**src/source/cuPkg.sv**
```systemverilog
package cuPkg;

	// Instruction word and status flags
	localparam int WordWidth = 32;
	localparam int FlagWidth = 4;
	localparam int OperandWidth = WordWidth - 12;

	// Positions inside the flags vector
	localparam int NFlag = 3;
	localparam int ZFlag = 2;
	localparam int CFlag = 1;
	localparam int VFlag = 0;

	// Instruction classes
	localparam int ClassWidth = 3;
	localparam logic [ClassWidth-1:0] ClassDpImm = 3'd0;
	localparam logic [ClassWidth-1:0] ClassDpShift = 3'd1;
	localparam logic [ClassWidth-1:0] ClassLdst = 3'd2;
	localparam logic [ClassWidth-1:0] ClassMisc = 3'd3;
	localparam logic [ClassWidth-1:0] ClassBranch = 3'd4;
	localparam logic [ClassWidth-1:0] ClassBranchLink = 3'd5;
	localparam logic [ClassWidth-1:0] ClassUndef = 3'd6;

	// Memory access sizes
	localparam int SizeWidth = 2;
	localparam logic [SizeWidth-1:0] SizeByte = 2'd0;
	localparam logic [SizeWidth-1:0] SizeHalf = 2'd1;
	localparam logic [SizeWidth-1:0] SizeWord = 2'd2;
	localparam logic [SizeWidth-1:0] SizeNone = 2'd3;

	// Data-processing and branch view
	// Bit 24 is the link bit for branches, top opcode bit otherwise
	typedef struct packed {
		logic [3:0] cond;
		logic [2:0] format;
		logic link;
		logic [3:0] opBits;
		logic [OperandWidth-1:0] operand;
	} dpView_t;

	// Load/store view
	typedef struct packed {
		logic [3:0] cond;
		logic [2:0] format;
		logic p;
		logic u;
		logic b;
		logic w;
		logic l;
		logic [3:0] rn;
		logic [3:0] rd;
		logic [3:0] offsetHigh;
		logic bit7;
		logic [1:0] sh;
		logic bit4;
		logic [3:0] offsetLow;
	} xferView_t;

	typedef union packed {
		dpView_t dp;
		xferView_t xfer;
	} instrWord_t;

endpackage

```
**src/source/condIf.sv**
```systemverilog
`timescale 1ns/1ps

interface condIf;
	import cuPkg::*;

	logic valid;
	logic ready;
	instrWord_t word;
	// Condition result against the flags at acceptance
	logic passed;

	modport producer (
		output valid, word, passed,
		input ready
	);

	modport consumer (
		input valid, word, passed,
		output ready
	);
endinterface

```
**src/source/decodeIf.sv**
```systemverilog
`timescale 1ns/1ps

interface decodeIf;
	import cuPkg::*;

	logic valid;
	logic ready;
	logic [ClassWidth-1:0] instrClass;
	logic passed;
	// Access fields, only meaningful for Ldst and Misc
	logic load;
	logic [SizeWidth-1:0] size;
	logic signedLoad;
	logic writeBack;

	modport producer (
		output valid, instrClass, passed, load, size, signedLoad, writeBack,
		input ready
	);

	modport consumer (
		input valid, instrClass, passed, load, size, signedLoad, writeBack,
		output ready
	);
endinterface

```
**src/source/condCheck.sv**
```systemverilog
`timescale 1ns/1ps

module condCheck (
	input  logic clk,
	input  logic clr,
	input  logic inValid,
	output logic inReady,
	input  cuPkg::instrWord_t instruction,
	input  logic [cuPkg::FlagWidth-1:0] flags,
	condIf.producer out
);
	import cuPkg::*;

	logic flagN;
	logic flagZ;
	logic flagC;
	logic flagV;
	logic condMet;
	logic accept;

	assign flagN = flags[NFlag];
	assign flagZ = flags[ZFlag];
	assign flagC = flags[CFlag];
	assign flagV = flags[VFlag];

	// One-entry stage, refills in the cycle it drains
	assign inReady = !out.valid || out.ready;
	assign accept = inValid && inReady;

	always_comb
	begin
		case (instruction.dp.cond)
			4'h0: condMet = flagZ;
			4'h1: condMet = !flagZ;
			4'h2: condMet = flagC;
			4'h3: condMet = !flagC;
			4'h4: condMet = flagN;
			4'h5: condMet = !flagN;
			4'h6: condMet = flagV;
			4'h7: condMet = !flagV;
			4'h8: condMet = flagC && !flagZ;
			4'h9: condMet = !flagC || flagZ;
			4'hA: condMet = (flagN == flagV);
			4'hB: condMet = (flagN != flagV);
			4'hC: condMet = !flagZ && (flagN == flagV);
			4'hD: condMet = flagZ || (flagN != flagV);
			4'hE: condMet = 1'b1;
			// Code 15 is never taken
			default: condMet = 1'b0;
		endcase
	end

	always_ff @(posedge clk or negedge clr)
	begin
		if (!clr)
			out.valid <= 1'b0;
		else if (accept)
			out.valid <= 1'b1;
		else if (out.ready)
			out.valid <= 1'b0;
	end

	always_ff @(posedge clk)
	begin
		if (accept)
		begin
			out.word <= instruction;
			out.passed <= condMet;
		end
	end
endmodule

```
**src/source/instrDecode.sv**
```systemverilog
`timescale 1ns/1ps

module instrDecode (
	input  logic clk,
	input  logic clr,
	condIf.consumer in,
	decodeIf.producer out
);
	import cuPkg::*;

	logic [ClassWidth-1:0] instrClass;
	logic load;
	logic [SizeWidth-1:0] size;
	logic signedLoad;
	logic writeBack;
	logic regOffsetClean;
	logic accept;

	assign in.ready = !out.valid || out.ready;
	assign accept = in.valid && in.ready;

	// Register offset form needs bits 11:4 all zero
	assign regOffsetClean = (in.word.xfer.offsetHigh == 4'h0) && !in.word.xfer.bit7
		&& (in.word.xfer.sh == 2'b00) && !in.word.xfer.bit4;

	// Class from the format bits
	always_comb
	begin
		instrClass = ClassUndef;
		case (in.word.dp.format)
			3'b001: instrClass = ClassDpImm;
			3'b000:
				if (!in.word.xfer.bit4)
					instrClass = ClassDpShift;
				else if (in.word.xfer.bit7 && (in.word.xfer.sh != 2'b00))
					instrClass = ClassMisc;
			3'b010: instrClass = ClassLdst;
			3'b011:
				if (regOffsetClean)
					instrClass = ClassLdst;
			3'b101: instrClass = in.word.dp.link ? ClassBranchLink : ClassBranch;
			default: instrClass = ClassUndef;
		endcase
	end

	// Access fields through the transfer view
	always_comb
	begin
		load = 1'b0;
		size = SizeNone;
		signedLoad = 1'b0;
		writeBack = 1'b0;
		if (instrClass == ClassLdst || instrClass == ClassMisc)
		begin
			load = in.word.xfer.l;
			// Post-indexed always writes the base back
			writeBack = !in.word.xfer.p || in.word.xfer.w;
		end
		if (instrClass == ClassLdst)
			size = in.word.xfer.b ? SizeByte : SizeWord;
		else if (instrClass == ClassMisc)
		begin
			size = SizeHalf;
			if (in.word.xfer.l)
			begin
				signedLoad = in.word.xfer.sh[1];
				if (in.word.xfer.sh == 2'b10)
					size = SizeByte;
			end
		end
	end

	always_ff @(posedge clk or negedge clr)
	begin
		if (!clr)
			out.valid <= 1'b0;
		else if (accept)
			out.valid <= 1'b1;
		else if (out.ready)
			out.valid <= 1'b0;
	end

	always_ff @(posedge clk)
	begin
		if (accept)
		begin
			out.instrClass <= instrClass;
			out.passed <= in.passed;
			out.load <= load;
			out.size <= size;
			out.signedLoad <= signedLoad;
			out.writeBack <= writeBack;
		end
	end
endmodule

```
**src/source/stepSequencer.sv**
```systemverilog
`timescale 1ns/1ps

module stepSequencer #(
	parameter int ExecSteps = 2
) (
	input  logic clk,
	input  logic clr,
	decodeIf.consumer in,
	output logic memEn,
	output logic memRW,
	input  logic mfc,
	output logic resultValid,
	input  logic resultReady,
	output logic [cuPkg::ClassWidth-1:0] resultClass,
	output logic resultExecuted,
	output logic resultLoad,
	output logic resultSigned,
	output logic resultWriteBack,
	output logic [cuPkg::SizeWidth-1:0] resultSize
);
	import cuPkg::*;

	localparam int StepWidth = (ExecSteps > 1) ? $clog2(ExecSteps) : 1;
	localparam logic [1:0] PhaseIdle = 2'd0;
	localparam logic [1:0] PhaseExec = 2'd1;
	localparam logic [1:0] PhaseMem = 2'd2;
	localparam logic [1:0] PhaseDone = 2'd3;

	logic [1:0] phase;
	logic [StepWidth-1:0] stepCount;
	logic accept;
	logic isMem;
	logic [ClassWidth-1:0] classReg;
	logic passedReg;
	logic loadReg;
	logic [SizeWidth-1:0] sizeReg;
	logic signedReg;
	logic writeBackReg;

	// A new item may enter while the finished one is taken
	assign in.ready = (phase == PhaseIdle) || (phase == PhaseDone && resultReady);
	assign accept = in.valid && in.ready;
	assign isMem = (classReg == ClassLdst) || (classReg == ClassMisc);

	always_ff @(posedge clk or negedge clr)
	begin
		if (!clr)
		begin
			phase <= PhaseIdle;
			stepCount <= '0;
		end
		else if (accept)
		begin
			phase <= PhaseExec;
			// Failed condition costs one cycle
			stepCount <= in.passed ? StepWidth'(ExecSteps - 1) : '0;
		end
		else
		begin
			case (phase)
				PhaseExec:
					if (stepCount != '0)
						stepCount <= stepCount - 1'b1;
					else if (passedReg && isMem)
						phase <= PhaseMem;
					else
						phase <= PhaseDone;
				PhaseMem:
					if (mfc)
						phase <= PhaseDone;
				PhaseDone:
					if (resultReady)
						phase <= PhaseIdle;
				default: phase <= PhaseIdle;
			endcase
		end
	end

	// Held from accept to the end of the result handshake
	always_ff @(posedge clk)
	begin
		if (accept)
		begin
			classReg <= in.instrClass;
			passedReg <= in.passed;
			loadReg <= in.load;
			sizeReg <= in.size;
			signedReg <= in.signedLoad;
			writeBackReg <= in.writeBack;
		end
	end

	assign memEn = (phase == PhaseMem);
	assign memRW = loadReg;
	assign resultValid = (phase == PhaseDone);
	assign resultClass = classReg;
	assign resultExecuted = passedReg;
	assign resultLoad = loadReg;
	assign resultSize = sizeReg;
	assign resultSigned = signedReg;
	assign resultWriteBack = writeBackReg;
endmodule

```
**src/source/controlUnit.sv**
```systemverilog
`timescale 1ns/1ps

module controlUnit #(
	parameter int ExecSteps = 2
) (
	input  logic clk,
	input  logic clr,
	input  logic inValid,
	output logic inReady,
	input  logic [cuPkg::WordWidth-1:0] instruction,
	input  logic [cuPkg::FlagWidth-1:0] flags,
	output logic memEn,
	output logic memRW,
	input  logic mfc,
	output logic resultValid,
	input  logic resultReady,
	output logic [cuPkg::ClassWidth-1:0] resultClass,
	output logic resultExecuted,
	output logic resultLoad,
	output logic [cuPkg::SizeWidth-1:0] resultSize,
	output logic resultSigned,
	output logic resultWriteBack
);
	// Stage one to stage two
	condIf condBus ();
	// Stage two to stage three
	decodeIf decodeBus ();

	condCheck u_condCheck (
		.clk(clk),
		.clr(clr),
		.inValid(inValid),
		.inReady(inReady),
		.instruction(instruction),
		.flags(flags),
		.out(condBus)
	);

	instrDecode u_instrDecode (
		.clk(clk),
		.clr(clr),
		.in(condBus),
		.out(decodeBus)
	);

	stepSequencer #(
		.ExecSteps(ExecSteps)
	) u_stepSequencer (
		.clk(clk),
		.clr(clr),
		.in(decodeBus),
		.memEn(memEn),
		.memRW(memRW),
		.mfc(mfc),
		.resultValid(resultValid),
		.resultReady(resultReady),
		.resultClass(resultClass),
		.resultExecuted(resultExecuted),
		.resultLoad(resultLoad),
		.resultSigned(resultSigned),
		.resultWriteBack(resultWriteBack),
		.resultSize(resultSize)
	);
endmodule

```
**config.mk**
```make
export PLATFORM = sky130hd
export DESIGN_NAME = controlUnit
export DESIGN_NICKNAME = d
export VERILOG_FILES = /design/src/source/cuPkg.sv /design/src/source/condIf.sv /design/src/source/decodeIf.sv /design/src/source/condCheck.sv /design/src/source/instrDecode.sv /design/src/source/stepSequencer.sv /design/src/source/controlUnit.sv
export SDC_FILE = /design/constraint.sdc
export NUM_CORES = 1
export LEC_CHECK = 0
export BUFFER_PORTS_ARGS = -buffer_cell sky130_fd_sc_hd__buf_2
export CORE_MARGIN = 3
export CORE_UTILIZATION = 50
export CTS_CLUSTER_SIZE = 24
export DETAILED_ROUTE_END_ITERATION = 8
export PLACE_DENSITY = 0.81
export SETUP_SLACK_MARGIN = 0.02
export SYNTH_ARGS = -nofsm -noshare
export SYNTH_HDL_FRONTEND = slang
export SYNTH_SLANG_ARGS = --single-unit
```
**constraint.sdc**
```tcl
create_clock -name clk -period 2.5 [get_ports clk]
set_clock_uncertainty 0.2 [all_clocks]
set_input_delay 0.375 -clock clk [delete_from_list [all_inputs] [get_ports clk]]
set_output_delay 0.375 -clock clk [all_outputs]
set_load 0.01 [all_outputs]
```
==> qor.json <==
{
  "run_status": {
    "outcome": "complete, no violations"
  },
  "yosys": {
    "synth_top_cell_by_area": "edfxtp_1",
    "ys_top_cells_by_area": "edfxtp_1 (60%), dfrtp_1 (7.4%), ha_1 (3.0%)",
    "synth_edf_count": 34,
    "syn-mean-instance-area_sq_um": 14.3,
    "ys_seq_elements": 39,
    "yosys.cell_types.count": 38,
    "syn-instance-count": 118,
    "yosysWarnings": 0,
    "synth.cell_area_sq_um": 1690,
    "synth_flop_cell": "edfxtp_1",
    "synth-seq-area-share_pct": 67.9,
    "synth_async_sr_flop_share_pct": 12.8,
    "synth.net_count": 163,
    "post-synth-top-area-fraction_pct": 60.4
  },
  "sta": {
    "fin_crit_ps": 2090,
    "max_slew.worst_pin.slew_ps": 371,
    "slew_violations": 0,
    "rsz0062_at_grt": "false",
    "layout_setup_ws_ps": 407,
    "timing.final.setup_violations": 0,
    "hold_viol": 0,
    "worst_slew_margin_rel_pct": 75.3,
    "achievable-frequency_mhz": 478,
    "totalNegativeSetupSlack_ps": 0,
    "final.period_utilization_pct": 83.7
  },
  "critical_path": {
    "path_max_fanout": 4,
    "crit_slowest_cell": "dfrtp_1",
    "worst_ep_arrival_time_ps": 1520,
    "worst-setup-path-type": "reg -> out",
    "setup.worst_path.end_class": "primary output",
    "critPathCapture": "inReady",
    "destination_of_the_worst_register_to_register_timing_path": "u_stepSequencer.phase[0]",
    "rr_worst_depth": 7,
    "worst_setup_path_start_kind": "flop",
    "timing.critical_path.required_ps": 1920,
    "crit_path_cell_trace": "inv_1 > ha_1 > a21oi_1 > nand3_1 > buf_2",
    "slowest_delay_ps": 420,
    "regToRegSetupSlack_ps": 600,
    "regToRegStartpoint": "u_stepSequencer.phase[1]",
    "worst_setup_path_startpoint": "u_stepSequencer.phase[1]"
  },
  "final_layout": {
    "antennaDiodeCount": 0,
    "final_cell_mix": "buf_2 (40), edfxtp_1 (34), inv_1 (10), dlygate4sd3_1 (9), nand2_1 (6)",
    "finish.cell_count_without_fillers": 218,
    "fill_cells": 230,
    "layout.nets": 218,
    "layout.cells.most_common": "buf_2",
    "fraction_of_final_layout_cells_sized_beyond_drive_strength_1_pct": 31.0,
    "syn_to_final_growth_pct": 25.0
  },
  "clock_network": {
    "clock_sink_count": 39,
    "clock_transition_at_the_register_clock_pins_on_the_worst_setup_and_hold_paths_after_cts_ps": 110,
    "htree_num_levels": 2,
    "post-cts-setup-buffers": 0,
    "clk_latency_ps": 330,
    "number_of_gates_resized_after_cts": 0,
    "cts_hold_buffers": 1,
    "cts.root.buffer_cell": "clkbuf_4",
    "cts_buffer_count": 5,
    "cts_tree": "built",
    "ctsLongestPathBuffers": 2
  },
  "place": {
    "place.detailed.hpwl_um": 1960,
    "post-place-cells": 201,
    "gp_congestion": 0.752,
    "post-place-ws_ps": 611,
    "io_buffer_count": 40
  },
  "global_routing": {
    "grt_pass1_vias": 1082,
    "grt_start_max_net_pins": 17,
    "grt_use_total_pct": 13.7,
    "grt_remaining_overflow": 0,
    "number_of_antenna_violations_at_the_first_check_in_global_routing": 0,
    "wire_length_of_the_first_global_routing_pass_um": 4440
  },
  "pwr": {
    "vdd_drop_max_mv": 0.564,
    "power.density_cell_area_nw_per_um2": 1040,
    "post-layout-total-power_mw": 2.19,
    "p_leak_nw": 0.844
  },
  "min_path": {
    "hold_path_class": "in -> reg"
  },
  "die": {
    "design.die.area_sq_um": 4110,
    "core.rowCount": 20,
    "initial_core_utilization_pct": 54.0,
    "y_dimension_of_the_die_um": 64.1,
    "core_region_area_sq_um": 3130,
    "boundaryPins": 54,
    "die_width_um": 64.1
  },
  "drt": {
    "via_count_of_the_routed_design": 1080,
    "viasPerCell": 4.95,
    "route.detailed.wl_per_inst_um": 11.8,
    "drtAntennaViolNets": 0,
    "drcViolationCount": 0,
    "drt-total-wl_um": 2570,
    "drt_first_pass_iters": 4,
    "detail_route.iter0.violations": 21
  },
  "run": {
    "max-cap-violations": 0
  }
}
-- cell type report --
class,count,area [sq um],share of cell area (%)
clock buffer,5,37.5,1.78
clock inverter,3,43.8,2.07
inverter,10,37.5,1.78
multi-input combinational,67,493,23.4
sequential,39,1150,54.3
tap,44,55.1,2.61
timing repair buffer,50,298,14.1
-- synth_stat cells, types with 2 or more instances --
| cell | n |
|---|---|
| nand2b_1 | 5 |
| o21ai_1 | 3 |
| dfrtp_1 | 5 |
| o21ai_0 | 2 |
| nor2b_1 | 3 |
| nand3_1 | 3 |
| inv_1 | 10 |
| nor4_1 | 2 |
| nand2_1 | 6 |
| a21oi_1 | 3 |
| nor3b_1 | 2 |
| and2_1 | 3 |
| ha_1 | 4 |
| nor3_1 | 4 |
| or4b_1 | 2 |
| a22oi_1 | 3 |
| a31oi_1 | 2 |
| a2111oi_2 | 2 |
| edfxtp_1 | 34 |
| nor2_1 | 2 |
-- where the power goes --
| part | internal (mW) | switching, mW | total, mW |
|---|---|---|---|
| clock | 0.210 | 0.189 | 0.400 |
| combinational | 0.255 | 0.377 | 0.632 |
| sequential | 1.05 | 0.106 | 1.16 |
-- worst max-delay path: cells and delay by family, from the launching register on --
| family | cells | cell delay [ps] |
|---|---|---|
| flip-flops | 1 | 420 |
| adder cells (fa/ha/maj) | 1 | 180 |
| buffers and inverters | 2 | 240 |
| AO/OA/AOI/OAI | 1 | 200 |
| AND/OR/NAND/NOR | 1 | 150 |
-- logic make-up (layout without fill, tap and decap cells) --
logic type | after synthesis | count (layout) | share of synthesized area [%]
AOI/OAI and AO/OA | 25 | 25 | 12.1
xor gates and xnor gates | 1 | 1 | 0.963
adders and majority gates | 4 | 4 | 2.96
buffers and inverters | 12 | 68 | 2.96
DFF | 39 | 39 | 67.9
muxes | 1 | 1 | 0.667
and+or+nand+nor | 36 | 36 | 12.4
-- per-layer routing --
layer	wire length [um]	global-route usage, %
met1	971	15.8
met2	1420	24.8
met3	148	3.34
met4	29	4.75
met5	0	0
-- worst min path at each step --
stage	startpoint	slack, ps	depth (start not counted)	to
finish	instruction[4]	10	1	u_condCheck.out.word[4]
global route	instruction[4]	-0.6	1	u_condCheck.out.word[4]
CTS	instruction[20]	0.3	1	u_condCheck.out.word[20]
detailed placement	clr	-2	1	u_stepSequencer.stepCount
global placement	clr	-6	1	u_stepSequencer.phase[0]
floorplan	clr	-120	0	u_condCheck.out.valid
-- flip-flops by register name (all words and copies together), names as in the netlist, 2 cells and up --
signal / count
u_stepSequencer.phase: 2
u_instrDecode.out.size: 2
u_condCheck.out.word: 15
u_stepSequencer.resultClass: 3
u_stepSequencer.resultSize: 2
u_instrDecode.out.instrClass: 3
-- through the flow --
step / hold WS [ps] / util (%) / instance area, sq um
3_3_place_gp: -5.82 / 62.0 / 1940
5_1_grt: -0.621 / 67.5 / 2110
4_1_cts: 0.298 / 64.9 / 2030
2_1_floorplan: -121 / - / 1690
3_5_place_dp: -1.50 / 62.0 / 1940
6_report: 14.4 / 67.5 / 2110
No activity file was read; power rests on OpenSTA's default activity.
